<file path="config.mk">
export PLATFORM = sky130hd
export DESIGN_NAME = trace_top
export DESIGN_NICKNAME = d
export VERILOG_FILES = /design/src/verilog/trace_pkg.sv /design/src/verilog/commit_classifier.sv /design/src/verilog/trace_arbiter.sv /design/src/verilog/trace_queue.sv /design/src/verilog/trace_top.sv
export VERILOG_INCLUDE_DIRS = /design/src /design/src/verilog
export SDC_FILE = /design/constraint.sdc
export NUM_CORES = 1
export LEC_CHECK = 0
export BUFFER_PORTS_ARGS = -buffer_cell sky130_fd_sc_hd__clkbuf_2
export CAP_MARGIN = 20
export CORE_UTILIZATION = 45
export CTS_CLUSTER_SIZE = 10
export DETAILED_ROUTE_END_ITERATION = 7
export SLEW_MARGIN = 10
export SYNTH_ARGS = -nofsm -noshare
export SYNTH_HDL_FRONTEND = slang
export SYNTH_HIERARCHICAL = 1
export SYNTH_SLANG_ARGS = --single-unit
export TNS_END_PERCENT = 100
</file>
<file path="constraint.sdc">
create_clock -name clk_i -period 6.8 [get_ports clk_i]
set_clock_uncertainty 0.1 [all_clocks]
set_input_delay 0.34 -clock clk_i [delete_from_list [all_inputs] [get_ports clk_i]]
set_output_delay 0.34 -clock clk_i [all_outputs]
set_load 0.03 [all_outputs]
</file>
<file path="src/verilog/trace_defs.svh">
`ifndef TRACE_DEFS_SVH
`define TRACE_DEFS_SVH

// ------------------------------------------------------------
// commit side
// ------------------------------------------------------------

// commit ports reporting per cycle
`define TRACE_PORTS       2

// pc and instruction word widths
`define TRACE_VLEN        32
`define TRACE_INSN_W      32

// top cause bit set means interrupt
`define TRACE_CAUSE_W     8

// free-running stamp, wraps at its width
`define TRACE_CYCLE_W     16

// ------------------------------------------------------------
// trace side
// ------------------------------------------------------------

// default records held per port
`define TRACE_QUEUE_DEPTH 4

// credits owned by the arbiter after reset
`define TRACE_CREDITS     2

`endif

</file>
<file path="src/verilog/trace_pkg.sv">
`default_nettype none

`include "trace_defs.svh"

package trace_pkg;

  // port index needs at least one bit
  localparam int unsigned PortIdxW = (`TRACE_PORTS > 1) ? $clog2(`TRACE_PORTS) : 1;

  // ------------------------------------------------------------
  // field types
  // ------------------------------------------------------------
  typedef logic [`TRACE_VLEN-1:0]    pc_t;
  typedef logic [`TRACE_INSN_W-1:0]  insn_t;
  typedef logic [`TRACE_CAUSE_W-1:0] cause_t;
  typedef logic [`TRACE_CYCLE_W-1:0] cycle_t;
  typedef logic [PortIdxW-1:0]       port_idx_t;

  // ------------------------------------------------------------
  // encodings
  // ------------------------------------------------------------
  typedef enum logic [1:0] {
    KIND_RETIRE    = 2'd0,
    KIND_EXCEPTION = 2'd1,
    KIND_INTERRUPT = 2'd2
  } trace_kind_e;

  // riscv privilege encoding, 2 is reserved
  typedef enum logic [1:0] {
    PRIV_U = 2'd0,
    PRIV_S = 2'd1,
    PRIV_M = 2'd3
  } priv_lvl_e;

  // mode letter of the trace record
  typedef enum logic [1:0] {
    MODE_U = 2'd0,
    MODE_S = 2'd1,
    MODE_M = 2'd2,
    MODE_D = 2'd3
  } trace_mode_e;

endpackage

`default_nettype wire

</file>
<file path="src/verilog/commit_classifier.sv">
`timescale 1ns/100ps
`default_nettype none

`include "trace_defs.svh"

module commit_classifier (
  input  logic                     clk_i,
  input  logic                     rst_ni,
  // commit ports
  input  logic [`TRACE_PORTS-1:0]  commit_ack_i,
  input  trace_pkg::pc_t           commit_pc_i       [`TRACE_PORTS],
  input  trace_pkg::insn_t         commit_insn_i     [`TRACE_PORTS],
  input  logic [`TRACE_PORTS-1:0]  commit_ex_valid_i,
  input  trace_pkg::cause_t        commit_cause_i    [`TRACE_PORTS],
  input  trace_pkg::priv_lvl_e     priv_lvl_i,
  input  logic                     debug_mode_i,
  // records towards the queues
  output logic [`TRACE_PORTS-1:0]  push_o,
  output trace_pkg::pc_t           rec_pc_o          [`TRACE_PORTS],
  output trace_pkg::insn_t         rec_insn_o        [`TRACE_PORTS],
  output trace_pkg::cause_t        rec_cause_o       [`TRACE_PORTS],
  output trace_pkg::trace_kind_e   rec_kind_o        [`TRACE_PORTS],
  output trace_pkg::trace_mode_e   rec_mode_o        [`TRACE_PORTS],
  output trace_pkg::cycle_t        rec_cycle_o       [`TRACE_PORTS]
);

  trace_pkg::cycle_t      cycle_q;
  trace_pkg::trace_mode_e mode_d;
  trace_pkg::trace_kind_e kind_d [`TRACE_PORTS];

  // ------------------------------------------------------------
  // classification
  // ------------------------------------------------------------

  // debug wins over the privilege level
  always_comb begin
    if (debug_mode_i) begin
      mode_d = trace_pkg::MODE_D;
    end else begin
      case (priv_lvl_i)
        trace_pkg::PRIV_U: mode_d = trace_pkg::MODE_U;
        trace_pkg::PRIV_S: mode_d = trace_pkg::MODE_S;
        default:           mode_d = trace_pkg::MODE_M;
      endcase
    end
  end

  // top cause bit splits interrupts from exceptions
  always_comb begin
    for (int p = 0; p < `TRACE_PORTS; p++) begin
      if (!commit_ex_valid_i[p]) begin
        kind_d[p] = trace_pkg::KIND_RETIRE;
      end else if (commit_cause_i[p][`TRACE_CAUSE_W-1]) begin
        kind_d[p] = trace_pkg::KIND_INTERRUPT;
      end else begin
        kind_d[p] = trace_pkg::KIND_EXCEPTION;
      end
    end
  end

  // ------------------------------------------------------------
  // cycle stamp and record registers
  // ------------------------------------------------------------

  // stamp is the count before this edge, so the first edge gives 0
  always_ff @(posedge clk_i or negedge rst_ni) begin
    if (!rst_ni) begin
      cycle_q <= '0;
      push_o  <= '0;
    end else begin
      cycle_q <= cycle_q + 1'b1;
      push_o  <= commit_ack_i;
    end
  end

  always_ff @(posedge clk_i) begin
    for (int p = 0; p < `TRACE_PORTS; p++) begin
      if (commit_ack_i[p]) begin
        rec_pc_o[p]    <= commit_pc_i[p];
        rec_insn_o[p]  <= commit_insn_i[p];
        rec_cause_o[p] <= commit_cause_i[p];
        rec_kind_o[p]  <= kind_d[p];
        rec_mode_o[p]  <= mode_d;
        rec_cycle_o[p] <= cycle_q;
      end
    end
  end

  // reserved privilege encoding must never show up
  priv_lvl_legal_a: assert property (
    @(posedge clk_i) disable iff (!rst_ni)
    priv_lvl_i != 2'b10
  ) else $error("priv_lvl_i took the reserved value 2");

endmodule

`default_nettype wire

</file>
<file path="src/verilog/trace_arbiter.sv">
`timescale 1ns/100ps
`default_nettype none

`include "trace_defs.svh"

module trace_arbiter (
  input  logic                   clk_i,
  input  logic                   rst_ni,
  // queue heads
  input  logic [`TRACE_PORTS-1:0] empty_i,
  input  trace_pkg::pc_t         head_pc_i    [`TRACE_PORTS],
  input  trace_pkg::insn_t       head_insn_i  [`TRACE_PORTS],
  input  trace_pkg::cause_t      head_cause_i [`TRACE_PORTS],
  input  trace_pkg::trace_kind_e head_kind_i  [`TRACE_PORTS],
  input  trace_pkg::trace_mode_e head_mode_i  [`TRACE_PORTS],
  input  trace_pkg::cycle_t      head_cycle_i [`TRACE_PORTS],
  // one credit back per pulse
  input  logic                   trace_credit_i,
  output logic [`TRACE_PORTS-1:0] pop_o,
  // merged trace stream
  output logic                   trace_valid_o,
  output trace_pkg::port_idx_t   trace_port_o,
  output trace_pkg::pc_t         trace_pc_o,
  output trace_pkg::insn_t       trace_insn_o,
  output trace_pkg::cause_t      trace_cause_o,
  output trace_pkg::trace_kind_e trace_kind_o,
  output trace_pkg::trace_mode_e trace_mode_o,
  output trace_pkg::cycle_t      trace_cycle_o
);

  localparam int unsigned CreditW = $clog2(`TRACE_CREDITS + 1);

  logic [CreditW-1:0]   credit_q;
  logic [CreditW-1:0]   credit_d;
  trace_pkg::port_idx_t rr_q;
  trace_pkg::port_idx_t gnt_idx;
  logic                 gnt_found;
  logic                 grant;

  // ------------------------------------------------------------
  // round-robin search
  // ------------------------------------------------------------

  // start one past the last granted port
  always_comb begin : rr_search
    int unsigned cand;
    gnt_found = 1'b0;
    gnt_idx   = rr_q;
    for (int unsigned off = 1; off <= `TRACE_PORTS; off++) begin
      cand = (rr_q + off) % `TRACE_PORTS;
      if (!gnt_found && !empty_i[cand]) begin
        gnt_found = 1'b1;
        gnt_idx   = trace_pkg::port_idx_t'(cand);
      end
    end
  end

  // no credit means no pop
  assign grant = gnt_found & (credit_q != '0);

  always_comb begin
    pop_o = '0;
    if (grant) begin
      pop_o[gnt_idx] = 1'b1;
    end
  end

  // ------------------------------------------------------------
  // credit counter
  // ------------------------------------------------------------
  always_comb begin
    credit_d = credit_q;
    if (grant) begin
      credit_d = credit_d - 1'b1;
    end
    if (trace_credit_i) begin
      credit_d = credit_d + 1'b1;
    end
  end

  always_ff @(posedge clk_i or negedge rst_ni) begin
    if (!rst_ni) begin
      credit_q      <= CreditW'(`TRACE_CREDITS);
      rr_q          <= trace_pkg::port_idx_t'(`TRACE_PORTS - 1);
      trace_valid_o <= 1'b0;
    end else begin
      credit_q      <= credit_d;
      trace_valid_o <= grant;
      if (grant) begin
        rr_q <= gnt_idx;
      end
    end
  end

  // ------------------------------------------------------------
  // output record
  // ------------------------------------------------------------
  always_ff @(posedge clk_i) begin
    if (grant) begin
      trace_port_o  <= gnt_idx;
      trace_pc_o    <= head_pc_i[gnt_idx];
      trace_insn_o  <= head_insn_i[gnt_idx];
      trace_cause_o <= head_cause_i[gnt_idx];
      trace_kind_o  <= head_kind_i[gnt_idx];
      trace_mode_o  <= head_mode_i[gnt_idx];
      trace_cycle_o <= head_cycle_i[gnt_idx];
    end
  end

  // consumer must not hand back more than it got
  credit_bound_a: assert property (
    @(posedge clk_i) disable iff (!rst_ni)
    credit_q <= CreditW'(`TRACE_CREDITS)
  ) else $error("trace credit count above the reset grant");

endmodule

`default_nettype wire

</file>
<file path="src/verilog/trace_queue.sv">
`timescale 1ns/100ps
`default_nettype none

`include "trace_defs.svh"

module trace_queue #(
  parameter int unsigned TRACE_QUEUE_DEPTH = `TRACE_QUEUE_DEPTH
) (
  input  logic                   clk_i,
  input  logic                   rst_ni,
  // write side from the classifier
  input  logic                   push_i,
  input  trace_pkg::pc_t         rec_pc_i,
  input  trace_pkg::insn_t       rec_insn_i,
  input  trace_pkg::cause_t      rec_cause_i,
  input  trace_pkg::trace_kind_e rec_kind_i,
  input  trace_pkg::trace_mode_e rec_mode_i,
  input  trace_pkg::cycle_t      rec_cycle_i,
  // read side towards the arbiter
  input  logic                   pop_i,
  output logic                   empty_o,
  output trace_pkg::pc_t         head_pc_o,
  output trace_pkg::insn_t       head_insn_o,
  output trace_pkg::cause_t      head_cause_o,
  output trace_pkg::trace_kind_e head_kind_o,
  output trace_pkg::trace_mode_e head_mode_o,
  output trace_pkg::cycle_t      head_cycle_o,
  output logic                   overflow_o
);

  localparam int unsigned PtrW = (TRACE_QUEUE_DEPTH > 1) ? $clog2(TRACE_QUEUE_DEPTH) : 1;
  localparam int unsigned CntW = $clog2(TRACE_QUEUE_DEPTH + 1);

  trace_pkg::pc_t         pc_mem    [TRACE_QUEUE_DEPTH];
  trace_pkg::insn_t       insn_mem  [TRACE_QUEUE_DEPTH];
  trace_pkg::cause_t      cause_mem [TRACE_QUEUE_DEPTH];
  trace_pkg::trace_kind_e kind_mem  [TRACE_QUEUE_DEPTH];
  trace_pkg::trace_mode_e mode_mem  [TRACE_QUEUE_DEPTH];
  trace_pkg::cycle_t      cycle_mem [TRACE_QUEUE_DEPTH];

  logic [PtrW-1:0] wr_ptr_q;
  logic [PtrW-1:0] rd_ptr_q;
  logic [CntW-1:0] count_q;
  logic            full;
  logic            do_push;
  logic            do_pop;
  logic            overflow_q;

  // wrap also for depths that are not a power of two
  function automatic logic [PtrW-1:0] next_ptr(input logic [PtrW-1:0] ptr);
    if (ptr == PtrW'(TRACE_QUEUE_DEPTH - 1)) begin
      return '0;
    end
    return ptr + 1'b1;
  endfunction

  assign full    = (count_q == CntW'(TRACE_QUEUE_DEPTH));
  assign empty_o = (count_q == '0);
  // commits cannot stall, a full queue loses the new record
  assign do_push = push_i & ~full;
  assign do_pop  = pop_i & ~empty_o;

  always_ff @(posedge clk_i or negedge rst_ni) begin
    if (!rst_ni) begin
      wr_ptr_q   <= '0;
      rd_ptr_q   <= '0;
      count_q    <= '0;
      overflow_q <= 1'b0;
    end else begin
      if (do_push) begin
        wr_ptr_q <= next_ptr(wr_ptr_q);
      end
      if (do_pop) begin
        rd_ptr_q <= next_ptr(rd_ptr_q);
      end
      case ({do_push, do_pop})
        2'b10:   count_q <= count_q + 1'b1;
        2'b01:   count_q <= count_q - 1'b1;
        default: count_q <= count_q;
      endcase
      // sticky until reset
      if (push_i && full) begin
        overflow_q <= 1'b1;
      end
    end
  end

  always_ff @(posedge clk_i) begin
    if (do_push) begin
      pc_mem[wr_ptr_q]    <= rec_pc_i;
      insn_mem[wr_ptr_q]  <= rec_insn_i;
      cause_mem[wr_ptr_q] <= rec_cause_i;
      kind_mem[wr_ptr_q]  <= rec_kind_i;
      mode_mem[wr_ptr_q]  <= rec_mode_i;
      cycle_mem[wr_ptr_q] <= rec_cycle_i;
    end
  end

  assign head_pc_o    = pc_mem[rd_ptr_q];
  assign head_insn_o  = insn_mem[rd_ptr_q];
  assign head_cause_o = cause_mem[rd_ptr_q];
  assign head_kind_o  = kind_mem[rd_ptr_q];
  assign head_mode_o  = mode_mem[rd_ptr_q];
  assign head_cycle_o = cycle_mem[rd_ptr_q];
  assign overflow_o   = overflow_q;

  // arbiter must only pop a queue that holds a record
  pop_not_empty_a: assert property (
    @(posedge clk_i) disable iff (!rst_ni)
    pop_i |-> !empty_o
  ) else $error("pop of an empty trace queue");

endmodule

`default_nettype wire

</file>
<file path="src/verilog/trace_top.sv">
`timescale 1ns/100ps
`default_nettype none

`include "trace_defs.svh"

module trace_top (
  input  logic                    clk_i,
  input  logic                    rst_ni,
  // commit ports
  input  logic [`TRACE_PORTS-1:0] commit_ack_i,
  input  trace_pkg::pc_t          commit_pc_i       [`TRACE_PORTS],
  input  trace_pkg::insn_t        commit_insn_i     [`TRACE_PORTS],
  input  logic [`TRACE_PORTS-1:0] commit_ex_valid_i,
  input  trace_pkg::cause_t       commit_cause_i    [`TRACE_PORTS],
  input  trace_pkg::priv_lvl_e    priv_lvl_i,
  input  logic                    debug_mode_i,
  // trace stream
  input  logic                    trace_credit_i,
  output logic                    trace_valid_o,
  output trace_pkg::port_idx_t    trace_port_o,
  output trace_pkg::pc_t          trace_pc_o,
  output trace_pkg::insn_t        trace_insn_o,
  output trace_pkg::cause_t       trace_cause_o,
  output trace_pkg::trace_kind_e  trace_kind_o,
  output trace_pkg::trace_mode_e  trace_mode_o,
  output trace_pkg::cycle_t       trace_cycle_o,
  output logic [`TRACE_PORTS-1:0] overflow_o
);

  // ------------------------------------------------------------
  // classifier to queues
  // ------------------------------------------------------------
  logic [`TRACE_PORTS-1:0] push;
  trace_pkg::pc_t          rec_pc    [`TRACE_PORTS];
  trace_pkg::insn_t        rec_insn  [`TRACE_PORTS];
  trace_pkg::cause_t       rec_cause [`TRACE_PORTS];
  trace_pkg::trace_kind_e  rec_kind  [`TRACE_PORTS];
  trace_pkg::trace_mode_e  rec_mode  [`TRACE_PORTS];
  trace_pkg::cycle_t       rec_cycle [`TRACE_PORTS];

  // ------------------------------------------------------------
  // queues to arbiter
  // ------------------------------------------------------------
  logic [`TRACE_PORTS-1:0] empty;
  logic [`TRACE_PORTS-1:0] pop;
  trace_pkg::pc_t          head_pc    [`TRACE_PORTS];
  trace_pkg::insn_t        head_insn  [`TRACE_PORTS];
  trace_pkg::cause_t       head_cause [`TRACE_PORTS];
  trace_pkg::trace_kind_e  head_kind  [`TRACE_PORTS];
  trace_pkg::trace_mode_e  head_mode  [`TRACE_PORTS];
  trace_pkg::cycle_t       head_cycle [`TRACE_PORTS];

  commit_classifier i_commit_classifier (
    .clk_i             ( clk_i             ),
    .rst_ni            ( rst_ni            ),
    .commit_ack_i      ( commit_ack_i      ),
    .commit_pc_i       ( commit_pc_i       ),
    .commit_insn_i     ( commit_insn_i     ),
    .commit_ex_valid_i ( commit_ex_valid_i ),
    .commit_cause_i    ( commit_cause_i    ),
    .priv_lvl_i        ( priv_lvl_i        ),
    .debug_mode_i      ( debug_mode_i      ),
    .push_o            ( push              ),
    .rec_pc_o          ( rec_pc            ),
    .rec_insn_o        ( rec_insn          ),
    .rec_cause_o       ( rec_cause         ),
    .rec_kind_o        ( rec_kind          ),
    .rec_mode_o        ( rec_mode          ),
    .rec_cycle_o       ( rec_cycle         )
  );

  // one queue per commit port
  for (genvar p = 0; p < `TRACE_PORTS; p++) begin : gen_queue
    trace_queue #(
      .TRACE_QUEUE_DEPTH ( `TRACE_QUEUE_DEPTH )
    ) i_trace_queue (
      .clk_i        ( clk_i         ),
      .rst_ni       ( rst_ni        ),
      .push_i       ( push[p]       ),
      .rec_pc_i     ( rec_pc[p]     ),
      .rec_insn_i   ( rec_insn[p]   ),
      .rec_cause_i  ( rec_cause[p]  ),
      .rec_kind_i   ( rec_kind[p]   ),
      .rec_mode_i   ( rec_mode[p]   ),
      .rec_cycle_i  ( rec_cycle[p]  ),
      .pop_i        ( pop[p]        ),
      .empty_o      ( empty[p]      ),
      .head_pc_o    ( head_pc[p]    ),
      .head_insn_o  ( head_insn[p]  ),
      .head_cause_o ( head_cause[p] ),
      .head_kind_o  ( head_kind[p]  ),
      .head_mode_o  ( head_mode[p]  ),
      .head_cycle_o ( head_cycle[p] ),
      .overflow_o   ( overflow_o[p] )
    );
  end

  trace_arbiter i_trace_arbiter (
    .clk_i          ( clk_i          ),
    .rst_ni         ( rst_ni         ),
    .empty_i        ( empty          ),
    .head_pc_i      ( head_pc        ),
    .head_insn_i    ( head_insn      ),
    .head_cause_i   ( head_cause     ),
    .head_kind_i    ( head_kind      ),
    .head_mode_i    ( head_mode      ),
    .head_cycle_i   ( head_cycle     ),
    .trace_credit_i ( trace_credit_i ),
    .pop_o          ( pop            ),
    .trace_valid_o  ( trace_valid_o  ),
    .trace_port_o   ( trace_port_o   ),
    .trace_pc_o     ( trace_pc_o     ),
    .trace_insn_o   ( trace_insn_o   ),
    .trace_cause_o  ( trace_cause_o  ),
    .trace_kind_o   ( trace_kind_o   ),
    .trace_mode_o   ( trace_mode_o   ),
    .trace_cycle_o  ( trace_cycle_o  )
  );

endmodule

`default_nettype wire
</file>
======== Yosys cells after proc, flatten, opt, wreduce, memory -nomap -nowiden ========
Memory sizes are Yosys's and may differ from the RTL's.
Cells that the tools add are included.
storage, ports and cells
  logic and storage cells ................. 151
  register bits ........................... 315
  output and inout bits ................... 96
  memory bits (writable) .................. 736
  memories kept ........................... 12
  input port bits ......................... 154
cells by class
  add/sub/neg operators ................... 13
  reductions and logical operators ........ 11
  multiplexer cells ....................... 57
  eq/ne operators ......................... 11
  $lt $le $gt $ge ......................... 5
  bitwise logic cells ..................... 10
memories
  name                                  words  width  read ports  clocked after memory_dff  wr ports  line               text
  gen_queue[0].i_trace_queue.insn_mem   4      32     1           0                         1         trace_queue.sv:35  trace_pkg::insn_t insn_mem [TRACE_QUEUE_DEPTH];
  gen_queue[0].i_trace_queue.pc_mem     4      32     1           0                         1         trace_queue.sv:34  trace_pkg::pc_t pc_mem [TRACE_QUEUE_DEPTH];
  gen_queue[1].i_trace_queue.insn_mem   4      32     1           0                         1         trace_queue.sv:35
  gen_queue[1].i_trace_queue.pc_mem     4      32     1           0                         1         trace_queue.sv:34
  gen_queue[0].i_trace_queue.cycle_mem  4      16     1           0                         1         trace_queue.sv:39  trace_pkg::cycle_t cycle_mem [TRACE_QUEUE_DEPTH];
  gen_queue[1].i_trace_queue.cycle_mem  4      16     1           0                         1         trace_queue.sv:39
  6 more memories                       n/a    n/a    n/a         n/a                       n/a       n/a
operator list
  operator                                                    count
  2-to-1 mux 32 bit                                           6
  2-to-1 mux 16 bit                                           3
  2-to-1 mux 2 bit                                            20
  2-to-1 mux 8 bit                                            3
  2-to-1 mux 1 bit                                            21
  adder 16 x 1 -> 16 bit, second input constant               1
  == test 2 bit, second input constant                        6
  case mux 3 bit (2 select lines)                             2
  adder 2 x 1 -> 2 bit, second input constant                 5
  adder 3 x 1 -> 3 bit, second input constant                 2
  == test 2 x 1 -> 1 bit, second input constant               3
  == test 3 bit, second input constant                        2
  logical NOT 3 bit                                           2
  less-than comparator 1 x 2 -> 1 bit, second input constant  3
  nonzero test 2 bit                                          3
  subtractor 3 x 1 -> 3 bit, second input constant            2
  AND 1 bit                                                   5
  logical AND 1 bit                                           4
  inverter 1 bit                                              4
  case mux 2 bit (2 select lines)                             1
  adder 1 bit, second input constant                          2
  greater-or-equal comparator 2 bit, second input constant    1
  logical NOT 2 bit                                           1
  inverter 1 -> 2 bit                                         1
  other kinds (4)                                             4

======== Longest topological paths before layout ========
  depth after elaboration ................. 14
  gate-level depth with buffers ........... 15
  depth with buffers taken out ............ 13

======== Cells and area by module ========
The synthesis kept the hierarchy.
by module, submodules not included
  module             area each (µm²)  seq. area each (µm²)  instances  cells an instance
  trace_queue        13756.9          11250.8               2          524
  commit_classifier  6297.3           5975.7                1          251
  trace_arbiter      4149.0           2895.3                1          221

======== Least setup slack after synthesis ========
OpenSTA, ideal clock, no wires.
  kind .................................... flip-flop to flip-flop
  start ................................... register i_trace_arbiter.credit_q[1]
  end ..................................... register i_trace_arbiter.credit_q[1]
  setup time .............................. 0.084 ns
  stages on the path, launching flop included .. 7
  buffers on the path ..................... 0
  clock period less this slack ............ 3.477 ns
  arrival time ............................ 3.293 ns
  data required time ...................... 6.616 ns
  setup slack ............................. 3.323 ns
  cell sequence ........................... dfstp_2 > inv_1 > ha_1 > a21o_1 > inv_1 > a31oi_1 > a22oi_1
on the way
  word-level cells in the longest chain between the ends .. 5
  elaborated cells on any way between the ends .. 6
  classes of those cells .................. add/sub: 2; mux: 2; bitwise: 1; reduce/logical: 1
RTL lines
  element                                line                 text
  start: declaration                     trace_arbiter.sv:33  logic [CreditW-1:0] credit_q;
  start signal: assignment               trace_arbiter.sv:83  credit_q <= CreditW'(`TRACE_CREDITS);
  start signal: assignment               trace_arbiter.sv:87  credit_q <= credit_d;
  nonzero test 2 bit (*)                 trace_arbiter.sv:59  assign grant = gnt_found & (credit_q != '0);
  AND 1 bit (*)                          trace_arbiter.sv:59
  named net i_trace_arbiter.grant        trace_arbiter.sv:38  logic grant;
  2-to-1 mux 2 bit (*)                   trace_arbiter.sv:73  if (grant) begin
  adder 2 x 1 -> 2 bit                   trace_arbiter.sv:77  credit_d = credit_d + 1'b1;
  2-to-1 mux 2 bit (*)                   trace_arbiter.sv:76  if (trace_credit_i) begin
  named net i_trace_arbiter.credit_d[1]  trace_arbiter.sv:34  logic [CreditW-1:0] credit_d;
The timed path passes the listed nets; every way through them passes the cells marked *.
A chain may end at the register's enable or synchronous reset.

======== Final worst setup path ========
  start ................................... register gen_queue[1].i_trace_queue.count_q[0]
  end ..................................... register i_trace_arbiter.trace_pc_o[4], data pin
on the way
  word-level cells in the longest chain between the ends .. 10
  elaborated cells on any way between the ends .. 13
  classes of those cells .................. mux: 9; bitwise: 1; reduce/logical: 3
RTL lines
  element                                                   line                  text
  start: declaration                                        trace_queue.sv:43     logic [CntW-1:0] count_q;
  start signal: assignment                                  trace_queue.sv:77     2'b10: count_q <= count_q + 1'b1;
  start signal: assignment                                  trace_queue.sv:78     2'b01: count_q <= count_q - 1'b1;
  start signal: assignment                                  trace_queue.sv:79     default: count_q <= count_q;
  logical NOT 3 bit (*)                                     trace_queue.sv:58     assign empty_o = (count_q == '0);
  named net empty[1]                                        trace_top.sv:44       logic [`TRACE_PORTS-1:0] empty;
  2-to-1 mux 1 bit (implied by the code) (2 in a row)       trace_arbiter.sv:51   if (!gnt_found && !empty_i[cand]) begin
  logical NOT 1 bit                                         trace_arbiter.sv:51
  logical AND 1 bit                                         trace_arbiter.sv:51
  2-to-1 mux 1 bit (*)                                      trace_arbiter.sv:51
  inverter 1 -> 2 bit (implied by the code) (*)             trace_arbiter.sv:101  trace_pc_o <= head_pc_i[gnt_idx];
  2-to-1 mux 32 bit (implied by the code) (*) (3 in a row)  trace_arbiter.sv:101
  end signal: assignment                                    trace_arbiter.sv:101
  end: declaration                                          trace_arbiter.sv:23   output trace_pkg::pc_t trace_pc_o,
The timed path passes the listed nets; every way through them passes the cells marked *. The select of a mux whose other input is x is not followed.

==> run_summary.xml <==
<?xml version="1.0" encoding="UTF-8"?>
<metrics>
  <group name="outcome">
    <metric name="run_status" unit="">finished, final reports clean</metric>
  </group>
  <group name="die">
    <metric name="floorplan.die_area" unit="sq mm">0.0855</metric>
    <metric name="starting_density_of_the_core" unit="%">45.4</metric>
    <metric name="placeableCoreArea" unit="sq mm">0.0836</metric>
    <metric name="fp.dieW" unit="um">292</metric>
    <metric name="fp.dieH" unit="um">292</metric>
    <metric name="fp-row-count" unit="">106</metric>
    <metric name="io_pins" unit="">250</metric>
  </group>
  <group name="final_layout">
    <metric name="layout.cell_area.non_filler" unit="sq mm">0.0452</metric>
    <metric name="num-nets-final" unit="">2179</metric>
    <metric name="final_layout_size_suffix_gt1_share" unit="%">31.8</metric>
    <metric name="syn_to_final_growth" unit="%">19.1</metric>
    <metric name="mostFrequentLayoutCell" unit="">sky130_fd_sc_hd__edfxtp_1</metric>
    <metric name="layout_common_cells" unit="">sky130_fd_sc_hd__edfxtp_1, sky130_fd_sc_hd__clkbuf_2, sky130_fd_sc_hd__mux4_2</metric>
  </group>
  <group name="placement">
    <metric name="place.gp.congestion" unit="">0.708</metric>
    <metric name="placed_cell_area" unit="sq mm">0.0404</metric>
    <metric name="dp_slack" unit="ns">3.39</metric>
    <metric name="hpwlAfterDp" unit="um">43100</metric>
    <metric name="buffer_ports.inserted" unit="">249</metric>
  </group>
  <group name="timing">
    <metric name="hold_viol" unit="">0</metric>
    <metric name="finalWorstPathRequiredPeriod" unit="ns">3.42</metric>
    <metric name="slew_headroom" unit="%">26.4</metric>
    <metric name="max_freq" unit="GHz">0.292</metric>
    <metric name="setup_slack" unit="ns">3.38</metric>
    <metric name="setup-tns-final" unit="ns">0</metric>
    <metric name="finalMaxSlewViolations" unit="">0</metric>
    <metric name="unrepaired_setup_endpoints_after_global_routing" unit="">false</metric>
    <metric name="report.final.setup_viol" unit="">0</metric>
    <metric name="fin_crit_sh" unit="%">50.3</metric>
    <metric name="least_margin_pin_slew" unit="ns">1.10</metric>
  </group>
  <group name="clock_network">
    <metric name="cts_repair_resize_count" unit="">0</metric>
    <metric name="cts_buffer_depth" unit="">3</metric>
    <metric name="cts_tree" unit="">yes</metric>
    <metric name="clkTransAtPathRegs" unit="ns">0.05</metric>
    <metric name="cts_hold_buffers_added" unit="">151</metric>
    <metric name="cts_inserted_buffers" unit="">118</metric>
    <metric name="htree_num_levels" unit="">3</metric>
    <metric name="cts_sinks" unit="">1051</metric>
    <metric name="clkLatencyLatePin" unit="ns">0.66</metric>
    <metric name="clock_tree.root_cell" unit="">sky130_fd_sc_hd__clkbuf_16</metric>
    <metric name="cts_post_setup_buffers_inserted" unit="">0</metric>
  </group>
  <group name="min_path">
    <metric name="hold_start" unit="">priv_lvl_i[1]</metric>
    <metric name="timing.hold.worst.class" unit="">in -&gt; reg</metric>
    <metric name="whs_path_depth" unit="">3</metric>
  </group>
  <group name="yosys">
    <metric name="ys_seq_area_share" unit="%">82.6</metric>
    <metric name="synth_flop_cell" unit="">sky130_fd_sc_hd__edfxtp_1</metric>
    <metric name="postSynthNetCount" unit="">1690</metric>
    <metric name="synth_area" unit="sq mm">0.0380</metric>
    <metric name="edff_count_synth" unit="">1013</metric>
    <metric name="post_synth_inst_count" unit="">1520</metric>
    <metric name="ys_seq_elements" unit="">1051</metric>
    <metric name="postSynthAreaPerCell" unit="sq um">25.0</metric>
    <metric name="synth.lib_cells_used.distinct" unit="">37</metric>
    <metric name="postSynth.asyncResetShare" unit="%">3.62</metric>
    <metric name="ys_warn_count" unit="">6</metric>
  </group>
  <group name="global_routing">
    <metric name="vias_in_the_first_global_route" unit="">18500</metric>
    <metric name="grt_max_degree" unit="">63</metric>
    <metric name="antenna_found_initial" unit="">4</metric>
    <metric name="grt_first_pass_wirelength" unit="um">120000</metric>
    <metric name="gr-usage-all-layers" unit="%">19.4</metric>
    <metric name="total_congestion_overflow" unit="">0</metric>
  </group>
  <group name="detailed_routing">
    <metric name="vias" unit="">17100</metric>
    <metric name="first_iteration_detailed_routing_drc_count" unit="">1358</metric>
    <metric name="wire_per_inst" unit="um">26.2</metric>
    <metric name="drc" unit="">0</metric>
    <metric name="antenna_left" unit="">0</metric>
    <metric name="routed_via_density" unit="">5.44</metric>
    <metric name="dr.pass1.iters" unit="">7</metric>
    <metric name="wirelength" unit="um">82300</metric>
  </group>
  <group name="setup_path">
    <metric name="regToRegStartpoint" unit="">gen_queue[1].i_trace_queue/count_q[0]</metric>
    <metric name="path_class" unit="">reg -&gt; reg</metric>
    <metric name="critical_path.max_fanout" unit="">50</metric>
    <metric name="category_of_the_worst_setup_path_launch_point" unit="">flop</metric>
    <metric name="critPathLaunch" unit="">gen_queue[1].i_trace_queue/count_q[0]</metric>
    <metric name="r2r.worst_path.cells" unit="">6</metric>
    <metric name="crit_arrival" unit="ns">3.73</metric>
    <metric name="endpoint_kind" unit="">flop</metric>
    <metric name="worstPathRequired" unit="ns">7.11</metric>
  </group>
  <group name="power_and_ir_drop">
    <metric name="leakage" unit="nW">15.4</metric>
    <metric name="p_per_area" unit="mW/mm^2">450</metric>
    <metric name="total_power" unit="mW">20.3</metric>
    <metric name="largest_vdd_supply_drop" unit="uV">379</metric>
  </group>
  <group name="flow_run">
    <metric name="max_capacitance_violation_count" unit="">0</metric>
  </group>
</metrics>
-- final timing paths --
kind                                                     endpoint  slack (ns)
max in group asynchronous  gen_queue[1].i_trace_queue/rd_ptr_q[1]        5.96
setup reg to reg                    i_trace_arbiter/trace_pc_o[4]        3.38
setup / recovery                    i_trace_arbiter/trace_pc_o[4]        3.38
hold reg to reg                       i_trace_arbiter/credit_q[1]        0.39
hold / removal                  i_commit_classifier/rec_mode_o[2]        0.07
min in group asynchronous  gen_queue[1].i_trace_queue/wr_ptr_q[1]        0.19
-- flip-flops by register name, summed over array words and instances (netlist names), 64 cells and up --
name / count
gen_queue.i_trace_queue/insn_mem: 256
gen_queue.i_trace_queue/pc_mem: 256
gen_queue.i_trace_queue/cycle_mem: 128
gen_queue.i_trace_queue/cause_mem: 64
i_commit_classifier/rec_insn_o: 64
i_commit_classifier/rec_pc_o: 64
-- through the flow --
stage          util, %  cells  hold WS (ns)
2_1_floorplan        -   1520       -0.0556
3_3_place_gp      48.4   2817         0.359
3_5_place_dp      48.4   2817         0.361
4_1_cts           54.1   3141        0.0305
5_1_grt           54.1   3142        0.0592
6_report          54.1   3143        0.0668
-- cells by family (layout without fill, tap and decap cells) --
logic type / count (synthesis) / in the layout / synth area share (%)
buffers and inverters: 77 / 619 / 1.23
xor gates and xnor gates: 22 / 22 / 0.508
AOI/OAI and AO/OA: 9 / 9 / 0.175
DFF: 1051 / 1051 / 82.6
muxes: 287 / 287 / 14.0
other: 0 / 1 / 0
and+or+nand+nor: 58 / 58 / 0.877
adders and majority gates: 16 / 16 / 0.567
-- synthesized netlist by cell type, types with 3 or more instances --
cell | count | area (sq um)
sky130_fd_sc_hd__dfrtp_1 | 36 | 901
sky130_fd_sc_hd__o21ai_0 | 3 | 15.0
sky130_fd_sc_hd__and2_1 | 3 | 18.8
sky130_fd_sc_hd__mux2_1 | 47 | 529
sky130_fd_sc_hd__edfxtp_1 | 1013 | 30400
sky130_fd_sc_hd__nor4_1 | 3 | 18.8
sky130_fd_sc_hd__mux4_2 | 184 | 4140
sky130_fd_sc_hd__mux2_4 | 4 | 60.1
sky130_fd_sc_hd__nand3_1 | 5 | 25.0
sky130_fd_sc_hd__nor2_1 | 11 | 41.3
sky130_fd_sc_hd__nand2_1 | 7 | 26.3
sky130_fd_sc_hd__nor3_1 | 6 | 30.0
sky130_fd_sc_hd__xor2_1 | 12 | 105
sky130_fd_sc_hd__buf_6 | 19 | 214
sky130_fd_sc_hd__buf_2 | 24 | 120
sky130_fd_sc_hd__and3_2 | 8 | 60.1
sky130_fd_sc_hd__inv_1 | 25 | 93.8
sky130_fd_sc_hd__mux2i_1 | 3 | 30.0
sky130_fd_sc_hd__ha_1 | 14 | 175
sky130_fd_sc_hd__clkbuf_1 | 8 | 30.0
sky130_fd_sc_hd__mux2_2 | 49 | 552
sky130_fd_sc_hd__xnor2_1 | 10 | 87.6
sky130_fd_sc_hd__nand4_1 | 4 | 25.0
-- layout make-up --
type | instances | area, sq um
fill | 6391 | 38400
sequential | 1051 | 31400
multi-input combinational | 392 | 6160
clock buffer | 161 | 3150
timing repair buffer | 421 | 2930
tap | 1080 | 1350
clock inverter | 12 | 109
inverter | 25 | 98.8
antenna | 1 | 2.50
-- metal layers --
layer	global-route usage [%]	wire length, um	vias to the layer above
met2	32.3	41200	485
met4	4.64	1170	4
li1	-	-	7309
met3	3.48	4400	87
met1	26.8	35600	9210
met5	0	23	-
-- power by group --
group          leakage (nW)  total (mW)  switching (mW)  internal [mW]
clock network          1.57        5.50            2.31           3.20
registers              9.98        9.65           0.773           8.88
logic                  3.86        5.16            2.99           2.17
total                  15.4        20.3            6.07           14.2
-- critical path, cell delays in order (launching register included) --
cell                      delay [ns]
sky130_fd_sc_hd__dfrtp_1        0.41
sky130_fd_sc_hd__nor3_1         0.30
sky130_fd_sc_hd__inv_1          0.11
sky130_fd_sc_hd__mux2i_4        0.14
sky130_fd_sc_hd__buf_4          0.71
sky130_fd_sc_hd__buf_4          0.89
sky130_fd_sc_hd__mux2_2         0.42
Note: power is estimated with default switching activity, not from simulation.
